<file path="src/lsu_pkg.sv">
`default_nettype none

package lsu_pkg;

    localparam int xlen = 32;
    localparam int byte_count = xlen / 8;
    localparam int align_bits = $clog2(byte_count);
    localparam int word_addr_width = xlen - align_bits;
    localparam int tag_width = 4;
    localparam int rd_width = 5;

    // commit FIFO sizing
    localparam int queue_depth = 2;
    localparam int queue_ptr_bits = $clog2(queue_depth);

    typedef enum logic [1:0] {
        kind_load  = 2'd0,
        kind_store = 2'd1,
        kind_fence = 2'd2
    } lsu_kind_e;

    typedef enum logic [1:0] {
        size_byte = 2'd0,
        size_half = 2'd1,
        size_word = 2'd2
    } lsu_size_e;

    typedef struct packed {
        logic      is_unsigned;
        lsu_size_e size;
    } lsu_load_fmt_t;

    typedef struct packed {
        logic      rsvd;
        lsu_size_e size;
    } lsu_store_fmt_t;

    // view selected by lsu_kind_e
    typedef union packed {
        lsu_load_fmt_t  load_fmt;
        lsu_store_fmt_t store_size;
    } lsu_op_u;

    typedef struct packed {
        lsu_kind_e             kind;
        lsu_op_u               op;
        logic [xlen-1:0]       base;
        logic [xlen-1:0]       imm;
        logic [xlen-1:0]       wdata;
        logic [rd_width-1:0]   rd;
        logic [tag_width-1:0]  tag;
    } lsu_req_t;

    typedef struct packed {
        logic [tag_width-1:0]  tag;
        logic [rd_width-1:0]   rd;
        logic                  wb;
        logic [xlen-1:0]       data;
    } lsu_commit_t;

    typedef struct packed {
        logic                        cyc;
        logic                        stb;
        logic                        we;
        logic [word_addr_width-1:0]  adr;
        logic [byte_count-1:0]       sel;
        logic [xlen-1:0]             dat;
    } wb_req_t;

    typedef struct packed {
        logic                        we;
        logic [word_addr_width-1:0]  adr;
        logic [byte_count-1:0]       sel;
        logic [xlen-1:0]             dat;
        logic [align_bits-1:0]       align;
        lsu_op_u                     op;
        logic [rd_width-1:0]         rd;
        logic [tag_width-1:0]        tag;
        logic                        is_fence;
    } lsu_access_t;

endpackage

`default_nettype wire

</file>
<file path="src/lsu_commit_queue.sv">
`timescale 1ns/100ps
`default_nettype none

module lsu_commit_queue (
    input  wire                         clk,
    input  wire                         reset,
    input  wire                         push,
    input  wire lsu_pkg::lsu_commit_t   push_data,
    output logic                        full,
    output lsu_pkg::lsu_commit_t        commit,
    output logic                        commit_valid,
    input  wire                         commit_ready
);
    import lsu_pkg::*;

    lsu_commit_t                entries [queue_depth];
    logic [queue_ptr_bits-1:0]  wr_ptr;
    logic [queue_ptr_bits-1:0]  rd_ptr;
    logic [queue_ptr_bits:0]    count;
    logic                       pop;

    assign commit_valid = (count != '0);
    assign full = (count == (queue_ptr_bits + 1)'(queue_depth));
    assign pop = commit_valid && commit_ready;
    assign commit = entries[rd_ptr];

    always_ff @(posedge clk) begin
        if (reset) begin
            wr_ptr <= '0;
            rd_ptr <= '0;
            count <= '0;
        end else begin
            if (push) begin
                wr_ptr <= wr_ptr + 1'b1;
            end
            if (pop) begin
                rd_ptr <= rd_ptr + 1'b1;
            end
            case ({push, pop})
                2'b10: count <= count + 1'b1;
                2'b01: count <= count - 1'b1;
                default: ;
            endcase
        end
    end

    // entry written at the tail
    always_ff @(posedge clk) begin
        if (push) begin
            entries[wr_ptr] <= push_data;
        end
    end

endmodule

`default_nettype wire

</file>
<file path="src/lsu_load_format.sv">
`timescale 1ns/100ps
`default_nettype none

module lsu_load_format (
    input  wire [lsu_pkg::xlen-1:0]         rsp_data,
    input  wire [lsu_pkg::align_bits-1:0]   rsp_align,
    input  wire lsu_pkg::lsu_op_u           rsp_op,
    input  wire [lsu_pkg::rd_width-1:0]     rsp_rd,
    input  wire [lsu_pkg::tag_width-1:0]    rsp_tag,
    output lsu_pkg::lsu_commit_t            done_rsp
);
    import lsu_pkg::*;

    logic [15:0]  half_sel;
    logic [7:0]   byte_sel;
    logic         is_unsigned;

    // halfword by upper offset bit, byte by lower
    assign half_sel = rsp_align[1] ? rsp_data[31:16] : rsp_data[15:0];
    assign byte_sel = rsp_align[0] ? half_sel[15:8] : half_sel[7:0];
    assign is_unsigned = rsp_op.load_fmt.is_unsigned;

    always_comb begin
        done_rsp.tag = rsp_tag;
        done_rsp.rd = rsp_rd;
        done_rsp.wb = 1'b1;
        case (rsp_op.load_fmt.size)
            size_byte: begin
                if (is_unsigned) begin
                    done_rsp.data = xlen'(unsigned'(byte_sel));
                end else begin
                    done_rsp.data = xlen'(signed'(byte_sel));
                end
            end
            size_half: begin
                if (is_unsigned) begin
                    done_rsp.data = xlen'(unsigned'(half_sel));
                end else begin
                    done_rsp.data = xlen'(signed'(half_sel));
                end
            end
            default: begin
                done_rsp.data = rsp_data;
            end
        endcase
    end

endmodule

`default_nettype wire

</file>
<file path="src/lsu_req_format.sv">
`timescale 1ns/100ps
`default_nettype none

module lsu_req_format (
    input  wire lsu_pkg::lsu_req_t     req,
    output lsu_pkg::lsu_access_t       access
);
    import lsu_pkg::*;

    logic [xlen-1:0]        addr;
    logic [align_bits-1:0]  align;
    logic                   is_store;
    logic [byte_count-1:0]  store_sel;

    assign addr = req.base + req.imm;
    assign align = addr[align_bits-1:0];
    assign is_store = (req.kind == kind_store);

    // byte lanes written by a store
    always_comb begin
        store_sel = '0;
        case (req.op.store_size.size)
            size_byte: begin
                store_sel[align] = 1'b1;
            end
            size_half: begin
                store_sel[{align[1], 1'b0}] = 1'b1;
                store_sel[{align[1], 1'b1}] = 1'b1;
            end
            size_word: begin
                store_sel = '1;
            end
            default: begin
                store_sel = '1;
            end
        endcase
    end

    always_comb begin
        access.we = is_store;
        access.adr = addr[xlen-1:align_bits];
        // loads always read the full word
        access.sel = is_store ? store_sel : '1;
        // move store data into its lane
        access.dat = req.wdata << {align, 3'b000};
        access.align = align;
        access.op = req.op;
        access.rd = req.rd;
        access.tag = req.tag;
        access.is_fence = (req.kind == kind_fence);
    end

endmodule

`default_nettype wire

</file>
<file path="src/lsu_top.sv">
`timescale 1ns/100ps
`default_nettype none

module lsu_top (
    input  wire                         clk,
    input  wire                         reset,
    input  wire lsu_pkg::lsu_req_t      req,
    input  wire                         req_valid,
    output logic                        req_ready,
    output lsu_pkg::lsu_commit_t        commit,
    output logic                        commit_valid,
    input  wire                         commit_ready,
    output lsu_pkg::wb_req_t            wb,
    input  wire [lsu_pkg::xlen-1:0]     wb_dat_r,
    input  wire                         wb_ack
);
    import lsu_pkg::*;

    lsu_access_t             access;
    logic [xlen-1:0]         rsp_data;
    logic [align_bits-1:0]   rsp_align;
    lsu_op_u                 rsp_op;
    logic [rd_width-1:0]     rsp_rd;
    logic [tag_width-1:0]    rsp_tag;
    lsu_commit_t             done_rsp;
    logic                    push;
    lsu_commit_t             push_data;
    logic                    queue_full;

    lsu_req_format i_req_format (
        .req    (req),
        .access (access)
    );

    lsu_wb_master i_wb_master (
        .clk        (clk),
        .reset      (reset),
        .req_valid  (req_valid),
        .req_ready  (req_ready),
        .access     (access),
        .wb         (wb),
        .wb_dat_r   (wb_dat_r),
        .wb_ack     (wb_ack),
        .rsp_data   (rsp_data),
        .rsp_align  (rsp_align),
        .rsp_op     (rsp_op),
        .rsp_rd     (rsp_rd),
        .rsp_tag    (rsp_tag),
        .done_rsp   (done_rsp),
        .push       (push),
        .push_data  (push_data),
        .queue_full (queue_full)
    );

    lsu_load_format i_load_format (
        .rsp_data  (rsp_data),
        .rsp_align (rsp_align),
        .rsp_op    (rsp_op),
        .rsp_rd    (rsp_rd),
        .rsp_tag   (rsp_tag),
        .done_rsp  (done_rsp)
    );

    lsu_commit_queue i_commit_queue (
        .clk          (clk),
        .reset        (reset),
        .push         (push),
        .push_data    (push_data),
        .full         (queue_full),
        .commit       (commit),
        .commit_valid (commit_valid),
        .commit_ready (commit_ready)
    );

endmodule

`default_nettype wire

</file>
<file path="src/lsu_wb_master.sv">
`timescale 1ns/100ps
`default_nettype none

module lsu_wb_master (
    input  wire                                clk,
    input  wire                                reset,
    input  wire                                req_valid,
    output logic                               req_ready,
    input  wire lsu_pkg::lsu_access_t          access,
    output lsu_pkg::wb_req_t                   wb,
    input  wire [lsu_pkg::xlen-1:0]            wb_dat_r,
    input  wire                                wb_ack,
    output logic [lsu_pkg::xlen-1:0]           rsp_data,
    output logic [lsu_pkg::align_bits-1:0]     rsp_align,
    output lsu_pkg::lsu_op_u                   rsp_op,
    output logic [lsu_pkg::rd_width-1:0]       rsp_rd,
    output logic [lsu_pkg::tag_width-1:0]      rsp_tag,
    input  wire lsu_pkg::lsu_commit_t          done_rsp,
    output logic                               push,
    output lsu_pkg::lsu_commit_t               push_data,
    input  wire                                queue_full
);
    import lsu_pkg::*;

    typedef enum logic {
        st_idle = 1'b0,
        st_busy = 1'b1
    } state_e;

    state_e       state;
    lsu_access_t  cur;
    logic         accept;
    logic         fence_done;
    logic         bus_done;

    // one access outstanding, and only with room in the queue
    assign req_ready = (state == st_idle) && !queue_full;
    assign accept = req_valid && req_ready;
    assign fence_done = accept && access.is_fence;
    assign bus_done = (state == st_busy) && wb_ack;

    always_ff @(posedge clk) begin
        if (reset) begin
            state <= st_idle;
        end else begin
            case (state)
                st_idle: begin
                    if (accept && !access.is_fence) begin
                        state <= st_busy;
                    end
                end
                st_busy: begin
                    if (wb_ack) begin
                        state <= st_idle;
                    end
                end
                default: begin
                    state <= st_idle;
                end
            endcase
        end
    end

    // held stable until ack
    always_ff @(posedge clk) begin
        if (accept && !access.is_fence) begin
            cur <= access;
        end
    end

    always_comb begin
        wb.cyc = (state == st_busy);
        wb.stb = (state == st_busy);
        wb.we = cur.we;
        wb.adr = cur.adr;
        wb.sel = cur.sel;
        wb.dat = cur.dat;
    end

    // to load formatting
    assign rsp_data = wb_dat_r;
    assign rsp_align = cur.align;
    assign rsp_op = cur.op;
    assign rsp_rd = cur.rd;
    assign rsp_tag = cur.tag;

    assign push = fence_done || bus_done;

    always_comb begin
        push_data = '0;
        if (fence_done) begin
            push_data.tag = access.tag;
            push_data.rd = access.rd;
        end else if (cur.we) begin
            push_data.tag = cur.tag;
            push_data.rd = cur.rd;
        end else begin
            push_data = done_rsp;
        end
    end

endmodule

`default_nettype wire

</file>
<file path="config.mk">
export PLATFORM = sky130hd
export DESIGN_NAME = lsu_top
export DESIGN_NICKNAME = d
export VERILOG_FILES = /design/src/lsu_pkg.sv /design/src/lsu_commit_queue.sv /design/src/lsu_load_format.sv /design/src/lsu_req_format.sv /design/src/lsu_top.sv /design/src/lsu_wb_master.sv
export SDC_FILE = /design/constraint.sdc
export NUM_CORES = 1
export LEC_CHECK = 0
export BUFFER_PORTS_ARGS = -buffer_cell sky130_fd_sc_hd__buf_2
export CORE_AREA = 3 3 182 95
export CTS_CLUSTER_DIAMETER = 100
export DETAILED_ROUTE_END_ITERATION = 10
export DIE_AREA = 0 0 185 98
export MAX_ROUTING_LAYER = met4
export PLACE_DENSITY = 0.84
export SYNTH_ARGS = -nofsm -noshare
export SYNTH_HDL_FRONTEND = slang
export SYNTH_SLANG_ARGS = --single-unit
</file>
<file path="constraint.sdc">
create_clock -name clk -period 13.1 [get_ports clk]
set_clock_uncertainty 0.2 [all_clocks]
set_input_delay 2.62 -clock clk [delete_from_list [all_inputs] [get_ports clk]]
set_output_delay 2.62 -clock clk [all_outputs]
set_load 0.01 [all_outputs]
</file>
==> qor.yml <==
dr_total_vias: 6710
clkTransAtPathRegs_ns: 0.07
globalplace.congestion: 0.892
clk_latency_ns: 0.42
core_um2: 15500
fillers: 1137
drive_above_1_share_pct: 37.2
yosysUniqueCellTypes: 59
p_leak_nw: 4.51
drt_iter0_markers: 375
yosys_warnings: 0
worstPathMaxFanout: 17
syn_avg_cell_area_um2: 12.0
worstSetupEndpointType: "flop"
dieHeight_um: 98
cts-root-buf: "clkbuf_16"
start_util_pct: 56.7
rows: 32
drc: 0
grt_pass1_vias: 6664
ir_worst_vdd_mv: 0.0904
finalCriticalPeriod_ns: 5.20
die-area_um2: 18100
slew_viol_final: 0
p_per_area_nw_per_um2: 151
synthTopCellsByArea: "edfxtp_1, mux2_2, ha_1, a21oi_1, o21ai_0"
antenna_found_initial: 0
ys_ff_latch: 171
worst_pin_slew_ns: 1.21
worst-r2r-cell-count: 7
dp.cells: 1163
area_growth_pct: 23.5
cts_resized: 0
cts_tree: "yes"
utilization_pct: 70.0
period_share_pct: 39.7
outcome: "finished clean"
via_per_inst: 5.62
setup_viol: 0
final_nets: 1158
async_flop_share_pct: 0
crit_required_ns: 13.01
maxSlewHeadroom_pct: 18.9
start_kind: "input pin"
n_antenna_cell: 0
io_buffers: 259
grt_use_total_pct: 23.6
syn-num-nets: 911
die_x_um: 185
netlist_instances: 731
cts.sinks: 171
syn-cell-area_um2: 8810
drtPass1Iterations: 5
top_level_ports: 260
dp_hpwl_um: 15600
ys.flop_type: "edfxtp_1"
overflow: 0
h-tree-depth: 4
seq_area_um2: 5080
finalSetupTns_ns: 0
ctsHoldBuffers: 0
grt_pass1_wl_um: 33100
max_freq_ghz: 0.192
cts_buffers: 17
rsz0062_at_grt: "no"
wl_per_cell_um: 17.7
ys_seq_area_share_pct: 57.6
finalHoldViolCount: 0
final_cells: 1195
post_cts_buffers: 0
hold_path_depth: 2
grt_max_degree: 81
yosysTopAreaCell: "edfxtp_1"
synth_edf_count: 165
synth_top_cell_area_share_pct: 56.3
max_cap_viol_count: 0
routed_wl_um: 21100
multiInputGateArea_um2: 3450
cp.arrival_ns: 5.11
min_path_type: "flop to flop"
ant_nets: 0
critPathKind: "input pin to flop"
cts_max_path_buffers: 2
## cell type report
type                            count  share of cell area (%)
Multi-Input combinational cell    482                    31.7
Clock buffer                       17                    3.91
Inverter                           44                    1.52
Timing Repair Buffer              262                    12.1
Sequential cell                   171                    46.7
Clock inverter                     15                    1.77
Tap cell                          204                    2.35
## cell usage after synthesis, types with 10 or more instances
library cell / n
edfxtp_1: 165
and2_1: 10
nor2_1: 52
o21ai_0: 42
and3_1: 10
xnor2_1: 23
a21oi_1: 60
ha_1: 32
nor2b_1: 19
mux2i_1: 18
mux2_2: 52
inv_1: 41
a211oi_1: 11
clkbuf_1: 29
nand2_1: 43
## report_power, final
part / leakage, nW / switching, mW / internal, mW
sequential: 1.59 / 0.0418 / 0.686
clock: 0.296 / 0.248 / 0.262
combinational: 2.62 / 0.226 / 0.178
total: 4.51 / 0.516 / 1.13
## placed cells by master (no fill, tap or decap), types with 3 or more instances in the layout
| master | instances |
|---|---|
| a211oi_2 | 3 |
| o21ai_1 | 9 |
| a21oi_2 | 3 |
| a21oi_1 | 60 |
| and3_1 | 10 |
| nand4_1 | 5 |
| and2_1 | 9 |
| o21a_1 | 3 |
| nand3_1 | 8 |
| buf_4 | 3 |
| nand2_1 | 43 |
| a21o_1 | 7 |
| o21ai_0 | 42 |
| clkbuf_16 | 17 |
| nor2_1 | 50 |
| inv_1 | 41 |
| a211oi_1 | 11 |
| nor3_1 | 4 |
| ha_1 | 32 |
| buf_2 | 259 |
| xnor2_1 | 23 |
| o211ai_1 | 3 |
| a221oi_1 | 8 |
| a31oi_1 | 5 |
| mux2_2 | 52 |
| mux2i_1 | 18 |
| xor2_1 | 7 |
| dfxtp_1 | 5 |
| nor2b_1 | 19 |
| edfxtp_1 | 165 |
| o211ai_2 | 3 |
| clkinv_8 | 6 |
| o21bai_1 | 9 |
| inv_8 | 4 |
| nand2b_1 | 7 |
## critical path: stages
cell and delay (ns):
buf_2 0.10, nor2b_1 0.28, nand3_1 0.47, nand2b_1 0.72
inv_2 0.09, o21ai_1 0.66, a21oi_1 0.15
## sequential cells by signal, indices dropped and copies added (netlist names), named ones only
| register | cells |
|---|---|
| i_commit_queue.count | 2 |
| i_commit_queue.entries | 84 |
| i_commit_queue.rd_ptr | 1 |
| i_commit_queue.wr_ptr | 1 |
| i_wb_master.rsp_align | 2 |
| i_wb_master.rsp_op | 3 |
| i_wb_master.rsp_rd | 5 |
| i_wb_master.rsp_tag | 4 |
| i_wb_master.state | 1 |
| i_wb_master.wb | 67 |
## cells by family after synthesis
group | share of synthesized area (%)
AND/OR/NAND/NOR | 9.46
adder cells (fa/ha/maj) | 4.77
flip-flops | 57.6
buffers and inverters | 3.42
XOR/XNOR | 2.98
multiplexers | 8.70
AO/OA/AOI/OAI | 13.0
## per-stage QoR
stage          area, um^2  hold WS (ns)  setup WS (ns)  power (mW)
2_1_floorplan        8810         0.260           6.22       0.994
3_3_place_gp        10300         0.285           7.69        1.13
3_5_place_dp        10300         0.303           7.51        1.14
4_1_cts             10900         0.326           7.93        1.65
5_1_grt             10900         0.344           7.69        1.72
6_report            10900         0.328           7.90        1.64
## layer usage
metal / up-vias / track usage (%) / part of all wire, %
li1: 3196 / - / -
met1: 3202 / 28.9 / 41
met2: 271 / 39.4 / 50
met3: 41 / 4.43 / 6.2
met4: 0 / 8.35 / 2.6
met5: - / - / 0
## worst paths after layout
kind | startpoint | endpoint | slack [ns]
setup reg to reg | i_wb_master.rsp_align[1] | i_commit_queue.entries[0][31] | 9.66
hold reg to reg | i_commit_queue.rd_ptr | i_commit_queue.rd_ptr | 0.33
setup / recovery | req[108] | i_commit_queue.entries[0][31] | 7.90
hold / removal | i_commit_queue.rd_ptr | i_commit_queue.rd_ptr | 0.33
Power figures use the tool's default switching activity.
